[src/rtl/mania_core_pkg.sv]
/*
 * Shared types and widths of the chart timing core.
 * Read requests, segment tables, timing header and the sequencer
 * state encoding. Modules refer to these by scoped name.
 */

package mania_core_pkg;

	localparam int CHART_ADDR_W = 13; // object and timing use the low 12 bits
	localparam int SEG_COUNT = 4;
	localparam int SAMPLE_W = 8;
	localparam int TIMING_SIZE_W = 12;
	localparam int SONG_LEN_W = 20;

	typedef logic [CHART_ADDR_W-1:0] chart_addr_t;

	// one read port request
	typedef struct packed {
		logic en;
		chart_addr_t addr;
	} rd_req_t;

	// base and size of each chart segment
	typedef struct packed {
		chart_addr_t [SEG_COUNT-1:0] base;
		chart_addr_t [SEG_COUNT-1:0] size;
	} seg_table_t;

	typedef struct packed {
		logic [TIMING_SIZE_W-1:0] table_size;
		logic [SONG_LEN_W-1:0] song_length;
	} timing_info_t;

	typedef enum logic [3:0] {
		s_init = 4'h0,
		s_scan_beatmap = 4'h1,
		s_scan_object = 4'h2,
		s_scan_pixel = 4'h3,
		s_scan_timing = 4'h4,
		s_run = 4'h8 // game clocks on
	} core_state_t;

endpackage
[src/rtl/mania_core.sv]
/*
 * Top level of the chart timing core.
 * Scans the preloaded chart memories after reset, exports their tables,
 * then runs the update tick and the song sample path.
 */

`timescale 1ns/1ps

module mania_core #(
	parameter int UPDATE_PERIOD = 100000,
	parameter int AUDIO_PERIOD = 2267,
	parameter int PLAY_DELAY = 1500
) (
	input logic CLK,
	input logic RESET_L,
	input logic [23:0] beatmap_q,
	input logic [3:0] object_q,
	input logic [31:0] pixel_q,
	input logic [31:0] timing_q,
	input logic [mania_core_pkg::SAMPLE_W-1:0] song_data,
	input logic song_ready,
	output mania_core_pkg::rd_req_t beatmap_rd,
	output mania_core_pkg::rd_req_t object_rd,
	output mania_core_pkg::rd_req_t pixel_rd,
	output mania_core_pkg::rd_req_t timing_rd,
	output mania_core_pkg::seg_table_t beatmap_table,
	output mania_core_pkg::seg_table_t object_table,
	output mania_core_pkg::seg_table_t pixel_table,
	output mania_core_pkg::timing_info_t timing_info,
	output mania_core_pkg::core_state_t core_state,
	output logic song_request,
	output logic update_tick,
	output logic audio_en,
	output logic [mania_core_pkg::SAMPLE_W-1:0] main_audio_out
);

	logic beatmap_start, object_start, pixel_start, timing_start;
	logic beatmap_done, object_done, pixel_done, timing_done;
	logic running;

	core_sequencer u_seq (
		.CLK(CLK), .RESET_L(RESET_L),
		.beatmap_done(beatmap_done), .object_done(object_done),
		.pixel_done(pixel_done), .timing_done(timing_done),
		.beatmap_start(beatmap_start), .object_start(object_start),
		.pixel_start(pixel_start), .timing_start(timing_start),
		.running(running), .state(core_state)
	);

	// one size word per segment
	segment_size_scanner #(.PARTS(1), .PART_W(24)) u_beatmap_scan (
		.CLK(CLK), .RESET_L(RESET_L), .start(beatmap_start), .rd_data(beatmap_q),
		.rd(beatmap_rd), .seg_table(beatmap_table), .done(beatmap_done)
	);

	// sizes stored as four nibbles
	segment_size_scanner #(.PARTS(4), .PART_W(4)) u_object_scan (
		.CLK(CLK), .RESET_L(RESET_L), .start(object_start), .rd_data(object_q),
		.rd(object_rd), .seg_table(object_table), .done(object_done)
	);

	segment_size_scanner #(.PARTS(1), .PART_W(32)) u_pixel_scan (
		.CLK(CLK), .RESET_L(RESET_L), .start(pixel_start), .rd_data(pixel_q),
		.rd(pixel_rd), .seg_table(pixel_table), .done(pixel_done)
	);

	timing_header_reader u_timing_hdr (
		.CLK(CLK), .RESET_L(RESET_L), .start(timing_start), .rd_data(timing_q),
		.rd(timing_rd), .info(timing_info), .done(timing_done)
	);

	audio_pacer #(
		.UPDATE_PERIOD(UPDATE_PERIOD),
		.AUDIO_PERIOD(AUDIO_PERIOD),
		.PLAY_DELAY(PLAY_DELAY)
	) u_pacer (
		.CLK(CLK), .RESET_L(RESET_L), .running(running),
		.song_ready(song_ready), .song_data(song_data),
		.update_tick(update_tick), .song_request(song_request),
		.audio_en(audio_en), .main_audio_out(main_audio_out)
	);

endmodule

[src/rtl/core_sequencer.sv]
/*
 * Start-up and run FSM of the core.
 * Starts the beatmap, object, pixel and timing scans in turn, waiting for
 * each done pulse, then stays in run until reset.
 */

`timescale 1ns/1ps

module core_sequencer (
	input logic CLK,
	input logic RESET_L,
	input logic beatmap_done,
	input logic object_done,
	input logic pixel_done,
	input logic timing_done,
	output logic beatmap_start,
	output logic object_start,
	output logic pixel_start,
	output logic timing_start,
	output logic running,
	output mania_core_pkg::core_state_t state
);

	mania_core_pkg::core_state_t next;
	logic entering; // first cycle of the current state

	always_ff @(posedge CLK) begin
		if (!RESET_L) begin
			state <= mania_core_pkg::s_init;
			entering <= 1'b0;
		end else begin
			state <= next;
			entering <= next != state;
		end
	end

	always_comb begin
		next = state;
		case (state)
			mania_core_pkg::s_init:
				next = mania_core_pkg::s_scan_beatmap;
			mania_core_pkg::s_scan_beatmap:
				if (beatmap_done)
					next = mania_core_pkg::s_scan_object;
			mania_core_pkg::s_scan_object:
				if (object_done)
					next = mania_core_pkg::s_scan_pixel;
			mania_core_pkg::s_scan_pixel:
				if (pixel_done)
					next = mania_core_pkg::s_scan_timing;
			mania_core_pkg::s_scan_timing:
				if (timing_done)
					next = mania_core_pkg::s_run;
			mania_core_pkg::s_run:
				next = mania_core_pkg::s_run; // only reset leaves run
			default:
				next = mania_core_pkg::s_init;
		endcase
	end

	assign beatmap_start = entering && state == mania_core_pkg::s_scan_beatmap;
	assign object_start = entering && state == mania_core_pkg::s_scan_object;
	assign pixel_start = entering && state == mania_core_pkg::s_scan_pixel;
	assign timing_start = entering && state == mania_core_pkg::s_scan_timing;
	assign running = state == mania_core_pkg::s_run;

endmodule

[src/rtl/audio_pacer.sv]
/*
 * Run-phase clocks of the core: update tick and audio sample clock.
 * After PLAY_DELAY cycles from reset it requests one song sample per
 * audio period and latches each returned sample onto the main output.
 */

`timescale 1ns/1ps

module audio_pacer #(
	parameter int UPDATE_PERIOD = 100000,
	parameter int AUDIO_PERIOD = 2267,
	parameter int PLAY_DELAY = 1500
) (
	input logic CLK,
	input logic RESET_L,
	input logic running,
	input logic song_ready,
	input logic [mania_core_pkg::SAMPLE_W-1:0] song_data,
	output logic update_tick,
	output logic song_request,
	output logic audio_en,
	output logic [mania_core_pkg::SAMPLE_W-1:0] main_audio_out
);

	localparam int UPD_W = (UPDATE_PERIOD > 1) ? $clog2(UPDATE_PERIOD) : 1;
	localparam int AUD_W = (AUDIO_PERIOD > 1) ? $clog2(AUDIO_PERIOD) : 1;
	localparam int DLY_W = $clog2(PLAY_DELAY + 1);

	logic [UPD_W-1:0] update_cnt;
	logic [AUD_W-1:0] audio_cnt;
	logic [DLY_W-1:0] delay_cnt;
	logic update_last;
	logic audio_last;
	logic delay_reached;

	assign update_last = update_cnt == UPD_W'(UPDATE_PERIOD - 1);
	assign audio_last = audio_cnt == AUD_W'(AUDIO_PERIOD - 1);
	assign delay_reached = delay_cnt == DLY_W'(PLAY_DELAY);

	assign update_tick = running && update_last;
	assign audio_en = running;

	// counters only advance in run
	always_ff @(posedge CLK) begin
		if (!RESET_L) begin
			update_cnt <= '0;
			audio_cnt <= '0;
		end else if (running) begin
			update_cnt <= update_last ? '0 : update_cnt + 1'b1;
			audio_cnt <= audio_last ? '0 : audio_cnt + 1'b1;
		end
	end

	always_ff @(posedge CLK) begin
		if (!RESET_L) begin
			delay_cnt <= '0;
			song_request <= 1'b0;
		end else begin
			if (!delay_reached)
				delay_cnt <= delay_cnt + 1'b1; // saturates at PLAY_DELAY
			song_request <= delay_reached && running && audio_last;
		end
	end

	always_ff @(posedge CLK) begin
		if (!RESET_L)
			main_audio_out <= '0;
		else if (song_ready)
			main_audio_out <= song_data;
	end

endmodule

[src/rtl/timing_header_reader.sv]
/*
 * Reads the two header words of the timing memory.
 * Word 0 is the timing table size, word 1 the song length.
 * Pulse start once; done pulses 9 cycles later.
 */

`timescale 1ns/1ps

module timing_header_reader (
	input logic CLK,
	input logic RESET_L,
	input logic start,
	input logic [31:0] rd_data,
	output mania_core_pkg::rd_req_t rd,
	output mania_core_pkg::timing_info_t info,
	output logic done
);

	logic active;
	logic [1:0] phase;
	logic word; // header word being read

	always_comb begin
		rd.en = active;
		rd.addr = mania_core_pkg::chart_addr_t'(word);
	end

	always_ff @(posedge CLK) begin
		if (!RESET_L) begin
			active <= 1'b0;
			phase <= '0;
			word <= 1'b0;
			done <= 1'b0;
			info.table_size <= 12'd2; // table follows the two header words
			info.song_length <= '0;
		end else begin
			done <= 1'b0;
			if (!active) begin
				if (start)
					active <= 1'b1;
			end else begin
				phase <= phase + 2'd1;
				if (phase == 2'd3) begin
					if (word) begin
						info.song_length <= rd_data[mania_core_pkg::SONG_LEN_W-1:0];
						active <= 1'b0;
						done <= 1'b1;
					end else begin
						info.table_size <= rd_data[mania_core_pkg::TIMING_SIZE_W-1:0];
					end
					word <= ~word;
				end
			end
		end
	end

endmodule

[src/rtl/segment_size_scanner.sv]
/*
 * Walks the four segment headers of one chart memory and builds its
 * base/size table. A size is PARTS words of PART_W bits, low part first.
 * Pulse start once; done pulses 16*PARTS+1 cycles later.
 */

`timescale 1ns/1ps

module segment_size_scanner #(
	parameter int PARTS = 1,
	parameter int PART_W = 24
) (
	input logic CLK,
	input logic RESET_L,
	input logic start,
	input logic [PART_W-1:0] rd_data,
	output mania_core_pkg::rd_req_t rd,
	output mania_core_pkg::seg_table_t seg_table,
	output logic done
);

	localparam int PART_CNT_W = (PARTS > 1) ? $clog2(PARTS) : 1;
	localparam int SEG_IDX_W = $clog2(mania_core_pkg::SEG_COUNT);
	localparam int ACC_W = (PARTS * PART_W > mania_core_pkg::CHART_ADDR_W) ?
		PARTS * PART_W : mania_core_pkg::CHART_ADDR_W;

	logic active;
	logic [1:0] phase; // four cycles per header read
	logic [SEG_IDX_W-1:0] seg;
	logic [PART_CNT_W-1:0] part;
	logic [ACC_W-1:0] acc;
	logic [ACC_W-1:0] acc_next;
	mania_core_pkg::chart_addr_t hdr_addr;
	logic last_part;
	logic last_seg;

	assign last_part = part == PART_CNT_W'(PARTS - 1);
	assign last_seg = seg == SEG_IDX_W'(mania_core_pkg::SEG_COUNT - 1);

	// header sits right after the previous segment
	always_comb begin
		if (seg == '0)
			hdr_addr = '0;
		else
			hdr_addr = seg_table.base[seg - 1'b1] + seg_table.size[seg - 1'b1];
	end

	always_comb begin
		rd.en = active;
		rd.addr = hdr_addr + mania_core_pkg::chart_addr_t'(part);
	end

	// merge the current word into the size being assembled
	always_comb begin
		acc_next = (part == '0) ? '0 : acc;
		for (int i = 0; i < PARTS; i++) begin
			if (part == PART_CNT_W'(i))
				acc_next[i * PART_W +: PART_W] = rd_data;
		end
	end

	always_ff @(posedge CLK) begin
		if (active && phase == 2'd3)
			acc <= acc_next;
	end

	always_ff @(posedge CLK) begin
		if (!RESET_L) begin
			active <= 1'b0;
			phase <= '0;
			seg <= '0;
			part <= '0;
			done <= 1'b0;
			seg_table <= '0;
		end else begin
			done <= 1'b0;
			if (!active) begin
				if (start)
					active <= 1'b1;
			end else begin
				phase <= phase + 2'd1;
				if (phase == 2'd3) begin // data settled by now
					if (last_part) begin
						seg_table.size[seg] <= acc_next[mania_core_pkg::CHART_ADDR_W-1:0];
						seg_table.base[seg] <= hdr_addr +
							mania_core_pkg::chart_addr_t'(PARTS);
						part <= '0;
						seg <= seg + 1'b1;
						if (last_seg) begin
							active <= 1'b0;
							done <= 1'b1;
						end
					end else begin
						part <= part + 1'b1;
					end
				end
			end
		end
	end

endmodule

[config.mk]
export PLATFORM = sky130hd
export DESIGN_NAME = mania_core
export DESIGN_NICKNAME = d
export VERILOG_FILES = /design/src/rtl/mania_core_pkg.sv /design/src/rtl/mania_core.sv /design/src/rtl/core_sequencer.sv /design/src/rtl/audio_pacer.sv /design/src/rtl/timing_header_reader.sv /design/src/rtl/segment_size_scanner.sv
export SDC_FILE = /design/constraint.sdc
export NUM_CORES = 1
export LEC_CHECK = 0
export ABC_AREA = 1
export BUFFER_PORTS_ARGS = -buffer_cell sky130_fd_sc_hd__buf_2
export CORE_UTILIZATION = 45
export CTS_CLUSTER_DIAMETER = 200
export DETAILED_ROUTE_END_ITERATION = 6
export GPL_TIMING_DRIVEN = 0
export PLACE_DENSITY_LB_ADDON = 0.25
export SYNTH_ARGS = -nofsm -noshare
export SYNTH_HDL_FRONTEND = slang
export SYNTH_SLANG_ARGS = --single-unit
[constraint.sdc]
create_clock -name CLK -period 4.6 [get_ports CLK]
set_input_delay 0.46 -clock CLK [delete_from_list [all_inputs] [get_ports CLK]]
set_output_delay 0.46 -clock CLK [all_outputs]
set_load 0.05 [all_outputs]
==> results of run 1 <==
## synthesized netlist by cell type (13+ instances only)
master    count
clkbuf_1    115
o22ai_1      66
a211oi_1     17
inv_1       277
o21ai_0     349
edfxtp_1     13
a22o_1       33
nor2_1      420
o211ai_1     13
dfxtp_1     423
xnor2_1      13
o21bai_1     18
nor3_1       19
buf_4        18
nand3_1     114
a21oi_1     188
ha_1         66
xor2_1       33
nand4_1      23
nand2_1     523
## sequential cells by signal, indices dropped and copies added, names as in the netlist, 4 cells and up
name	cells
u_object_scan.acc	13
u_pacer.delay_cnt	11
u_pacer.main_audio_out	8
u_pixel_scan.seg_table	104
u_pacer.update_cnt	17
u_pacer.audio_cnt	12
u_timing_hdr.info	32
u_object_scan.seg_table	104
u_beatmap_scan.seg_table	104
u_seq.state	4
## cells by family after synthesis
logic type / Yosys count / synth area share [%]
XOR/XNOR: 48 / 2.08
other: 1 / 0.0179
adder cells (fa/ha/maj): 70 / 4.33
buffers and inverters: 446 / 8.40
AO/OA/AOI/OAI: 735 / 19.7
AND/OR/NAND/NOR: 1159 / 23.2
flip-flops: 436 / 42.3
## critical path: stages (launching register included)
cell	delay [ns]
dfxtp_2	0.36
inv_4	0.06
buf_8	0.12
ha_4	0.32
clkinvlp_4	0.23
buf_6	0.19
buf_4	0.14
o21ai_4	0.07
o22ai_4	0.12
fa_2	0.42
nand2_2	0.10
nand2_2	0.07
nand3b_1	0.13
nand2_1	0.11
nand2_2	0.09
nand3_4	0.10
inv_1	0.12
nand2_4	0.08
nor3_4	0.22
nand3_1	0.12
xor2_1	0.15
inv_1	0.07
buf_6	0.15
## area by class of cell
| class | instances | area, um^2 | area share, % |
|---|---|---|---|
| Tap cell | 600 | 751 | 2.83 |
| Clock inverter | 20 | 234 | 0.881 |
| Buffer | 153 | 793 | 2.99 |
| Multi-Input combinational cell | 2024 | 10700 | 40.4 |
| Timing Repair Buffer | 495 | 2650 | 9.97 |
| Clock buffer | 70 | 1430 | 5.37 |
| Sequential cell | 436 | 8860 | 33.4 |
| Inverter | 291 | 1110 | 4.17 |
## power groups by stage
stage	registers (mW)	clock network (mW)	logic, mW
2_1_floorplan	3.91	0	0.113
3_3_place_gp	3.89	0	0.253
3_5_place_dp	3.89	0	0.252
4_1_cts	3.81	4.11	0.254
5_1_grt	3.81	4.27	0.271
6_report	3.81	4.08	0.257
## per-layer routing
| metal | wire (um) | up-vias | global-route usage (%) |
|---|---|---|---|
| li1 | - | 10649 | - |
| met1 | 34000 | 10598 | 44.1 |
| met2 | 37600 | 1259 | 53.7 |
| met3 | 8210 | 256 | 7.09 |
| met4 | 4010 | 2 | 15.3 |
| met5 | 13 | - | 0 |
## worst paths after layout
path              depth (start not counted)                      endpoint  slack (ns)
setup / recovery                         22                 object_rd[12]        0.01
hold / removal                            3         u_timing_hdr.info[12]        0.05
setup reg to reg                         22  u_beatmap_scan.seg_table[73]        0.37
hold reg to reg                           2   u_object_scan.seg_table[59]        0.46
## metrics by stage
step / setup TNS [ns] / instance area [um^2]
3_3_place_gp: -41.31 / 24000
2_1_floorplan: 0 / 21000
6_report: 0 / 26600
3_5_place_dp: -42.86 / 24000
5_1_grt: -0.789 / 26600
4_1_cts: -0.00629 / 26300
## timing repair
action / in CTS / in global routing
pin swaps: 25 / 37
setup endpoints to repair: 122 / 23
buffers inserted: 15 / 17
gates cloned: 1 / 0
gates resized for setup: 120 / 69
hold buffers: 0 / 0
==> impl_metrics.json, run 1 <==
{
  "holdWs_ns": 0.0542,
  "final_core_utilization_pct": 58.3,
  "synth_top_area_share_pct": 40.5,
  "status": "completed",
  "p_total_mw": 8.15,
  "dp_cells": 3968,
  "fin_cells": 4089,
  "startpoint_type": "flip-flop",
  "place_congestion": 1.00,
  "vias_per_cell": 5.57,
  "drtAntennaViolNets": 0,
  "grt_pass1_wl_um": 123000,
  "ys_async_sr_fraction_pct": 0,
  "setup_viol": 0,
  "cts_sinks": 436,
  "crit_path_start": "u_object_scan.seg[0]",
  "final_nets": 3623,
  "die_h_um": 218,
  "p_clk_share_pct": 50.1,
  "areaGrowthSynthToFinish_pct": 27.0,
  "pwr-share-comb_pct": 3.2,
  "critPathArrivalTime_ns": 4.13,
  "num-fill-cells": 4325,
  "fin_skew_ns": 0.0174,
  "portBuffers": 462,
  "rsz0062_at_grt": "true",
  "place_ws_ns": -0.920,
  "grt_pass1_vias": 20819,
  "insertion_delay_ns": 0.59,
  "die-area_mm2": 0.0474,
  "drt_wl_total_um": 83800,
  "first_pass_iters": 6,
  "clock_path_buffers": 3,
  "yosysTopAreaCell": "dfxtp_1",
  "wl_per_cell_um": 20.5,
  "period_share_pct": 99.7,
  "antenna_cells": 0,
  "synth_area_leaders": "dfxtp_1, nand2_1, o21ai_0, nor2_1, inv_1",
  "yosysUniqueCellTypes": 52,
  "ioPinCount": 518,
  "pwr-share-seq_pct": 46.8,
  "worstReg2RegStart": "u_beatmap_scan.seg[0]",
  "layout_commonest_cell": "nand2_1",
  "drv_slew": 0,
  "path_clk_slew_ns": 0.06,
  "worst_pin_slew_ns": 1.32,
  "ys_warn_count": 0,
  "p_switching_mw": 1.86,
  "grt_usage_pct": 33.9,
  "cts-buffers-inserted": 49,
  "crit_required_ns": 4.14,
  "slew_headroom_pct": 11.8,
  "power_density_mw_per_mm2": 307,
  "hold_start": "timing_q[12]",
  "dr_total_vias": 22764,
  "max_freq_mhz": 218,
  "synthCells": 2895,
  "synth_seq_cells": 436,
  "yosysSeqAreaShare_pct": 42.3,
  "drive_gt1_share_pct": 21.8,
  "fin_ws_ns": 0.0122,
  "num_rows": 78,
  "report.final.hold_viol_count": 0,
  "hp-class": "input port to flip-flop",
  "timing.final.crit_period_ns": 4.59,
  "cp_max_fo": 6,
  "grt_antenna_before_repair": 1,
  "ir_drop_uv": 285,
  "drc": 0,
  "grt_max_degree": 14,
  "drt_iter0_drc": 2398,
  "h-tree-depth": 2,
  "start_util_pct": 45.9,
  "dp_hpwl_um": 61600,
  "cts_tree": "yes",
  "power.internal_mw": 6.29,
  "layout_common_cells": "nand2_1, buf_2, dfxtp_1, nor2_1, o21ai_0",
  "root_buffer": "clkbuf_16",
  "path_class": "flip-flop to output pin",
  "overflow": 0,
  "cp-end-kind": "output pin",
  "netlist_area_mm2": 0.0209,
  "cellLeakagePower_nw": 13.0,
  "avgSynthCellArea_um2": 7.23,
  "swShare_pct": 22.8,
  "synthFlopType": "dfxtp_1",
  "synth_edf_count": 13,
  "core_area_mm2": 0.0456,
  "max-cap-violations": 0,
  "die_w_um": 218
}
No activity file was read; power rests on OpenSTA's default activity.
==> run 2, diff against run 1 <==
--- a/config.mk
+++ b/config.mk
@@ -7,6 +7,7 @@
 export LEC_CHECK = 0
 export ABC_AREA = 1
 export BUFFER_PORTS_ARGS = -buffer_cell sky130_fd_sc_hd__buf_2
+export CORE_ASPECT_RATIO = 0.75
 export CORE_UTILIZATION = 45
 export CTS_CLUSTER_DIAMETER = 200
 export DETAILED_ROUTE_END_ITERATION = 6
==> impl_metrics.json, run 2 (synthesis gave the netlist of run 1 again) <==
{
  "max_freq_mhz": 216,
  "report.final.hold_viol_count": 0,
  "ioPinCount": 518,
  "drive_gt1_share_pct": 21.4,
  "tns_ns": -0.0310,
  "power_density_mw_per_mm2": 299,
  "cts-buffers-inserted": 44,
  "cts_tree": "yes",
  "pwr-share-comb_pct": 3.3,
  "root_buffer": "clkbuf_16",
  "start_util_pct": 45.5,
  "max-cap-violations": 0,
  "portBuffers": 462,
  "layout_common_cells": "nand2_1, buf_2, dfxtp_1, nor2_1, o21ai_0",
  "ir_drop_uv": 274,
  "drv_slew": 0,
  "grt_max_degree": 16,
  "rsz0062_at_grt": "true",
  "grt_pass1_wl_um": 123000,
  "h-tree-depth": 2,
  "path_clk_slew_ns": 0.07,
  "drc": 0,
  "dr_total_vias": 22613,
  "layout_commonest_cell": "nand2_1",
  "swShare_pct": 23.4,
  "wl_per_cell_um": 20.5,
  "vias_per_cell": 5.55,
  "die-area_mm2": 0.0474,
  "timing.final.crit_period_ns": 4.63,
  "cellLeakagePower_nw": 12.9,
  "grt_antenna_before_repair": 0,
  "hp-class": "input port to flip-flop",
  "slew_headroom_pct": 21.6,
  "status": "complete, but fails checks",
  "path_class": "flip-flop to output pin",
  "place_ws_ns": -0.946,
  "insertion_delay_ns": 0.59,
  "grt_pass1_vias": 20263,
  "dp_cells": 3963,
  "first_pass_iters": 6,
  "final_nets": 3615,
  "violations": "negative setup slack",
  "startpoint_type": "flip-flop",
  "setup_viol": 1,
  "cp-end-kind": "output pin",
  "critPathArrivalTime_ns": 4.17,
  "drt_wl_total_um": 83500,
  "drtAntennaViolNets": 0,
  "period_share_pct": 101,
  "overflow": 0,
  "die_h_um": 189,
  "die_w_um": 251,
  "areaGrowthSynthToFinish_pct": 25.7,
  "fin_cells": 4071,
  "fin_skew_ns": 0.0195,
  "holdWs_ns": 0.0704,
  "pwr-share-seq_pct": 48.4,
  "p_clk_share_pct": 48.4,
  "num_rows": 68,
  "place_congestion": 0.988,
  "cts_sinks": 436,
  "power.internal_mw": 6.03,
  "p_switching_mw": 1.84,
  "biggestRegsByFlops": "u_beatmap_scan.seg_table x104, u_object_scan.seg_table x104, u_pixel_scan.seg_table x104",
  "ctsHoldBuffers": 0,
  "drt_iter0_drc": 2516,
  "crit_required_ns": 4.14,
  "grt_usage_pct": 33.8,
  "clock_path_buffers": 3,
  "fin_ws_ns": -0.0310,
  "core_area_mm2": 0.0459,
  "dp_hpwl_um": 62100,
  "worst_pin_slew_ns": 1.17,
  "cp_max_fo": 6,
  "antenna_cells": 0
}
run 2: cell count changes in the layout (fill, tap and decap cells not counted), sizes merged:
cell / previous run / this run
clkbuf: 183 / 171
inv: 284 / 289
clkinv: 20 / 16
buf: 535 / 533
bufinv: 5 / 4
clkinvlp: 2 / 3
run 2: power by group through the flow:
stage               clock network (mW)  registers [mW]  logic, mW
floorplan                            0            3.91      0.113
global placement                     0            3.89      0.252
detailed placement                   0            3.89      0.252
CTS                               3.83            3.81      0.253
global route                      3.98            3.81      0.269
finish                            3.81            3.81      0.257
run 2: area by class of cell:
type / instances / area (um^2)
fill: 4353 / 19600
multi-input combinational: 2024 / 10700
sequential: 436 / 8860
timing repair buffer: 493 / 2620
clock buffer: 59 / 1270
inverter: 291 / 1110
buffer: 152 / 797
tap: 595 / 744
clock inverter: 21 / 231
run 2: worst paths after layout:
check	startpoint	endpoint	slack, ns	cells past startpoint
min	timing_q[14]	u_timing_hdr.info[14]	0.07	3
max reg2reg	u_beatmap_scan.seg[0]	u_beatmap_scan.seg_table[99]	0.35	22
min reg2reg	u_pixel_scan.seg_table[57]	u_pixel_scan.seg_table[57]	0.46	2
max	u_object_scan.seg[0]	object_rd[12]	-0.03	21
run 2: critical path, cell delays in order (launching register included):
cell	delay (ns)
dfxtp_4	0.38
inv_4	0.05
clkbuf_8	0.14
ha_4	0.27
buf_12	0.13
clkbuf_16	0.15
o21ai_0	0.08
o22ai_1	0.29
ha_2	0.39
a21oi_4	0.21
nand2_2	0.11
nand2_1	0.07
nand2_1	0.06
nand2_1	0.06
nand2_1	0.08
nor2_4	0.21
nand2_4	0.09
nor3_4	0.25
nand3_2	0.13
xor2_2	0.19
inv_1	0.07
buf_6	0.15
run 2: per-stage QoR:
step | area [um^2] | util, % | power, mW
4_1_cts | 26000 | 56.7 | 7.89
3_5_place_dp | 24000 | 52.3 | 4.15
6_report | 26300 | 57.3 | 7.87
2_1_floorplan | 21000 | - | 4.03
3_3_place_gp | 24000 | 52.3 | 4.15
5_1_grt | 26300 | 57.3 | 8.05
run 2: what timing repair did:
item / CTS / global route
gates cloned: 0 / 1
hold endpoints to repair: 0 / 0
resized for setup: 117 / 63
endpoints found under the setup margin: 112 / 25
pin swaps: 23 / 29
setup buffers: 16 / 14
run 2: metal layers:
| layer | GRT usage [%] | part of all wire, % | wire (um) |
|---|---|---|---|
| met1 | 49.3 | 44 | 36700 |
| met2 | 48.7 | 41 | 34000 |
| met3 | 7.92 | 12 | 10000 |
| met4 | 11.0 | 3.3 | 2730 |
| met5 | 0 | 0 | 0 |
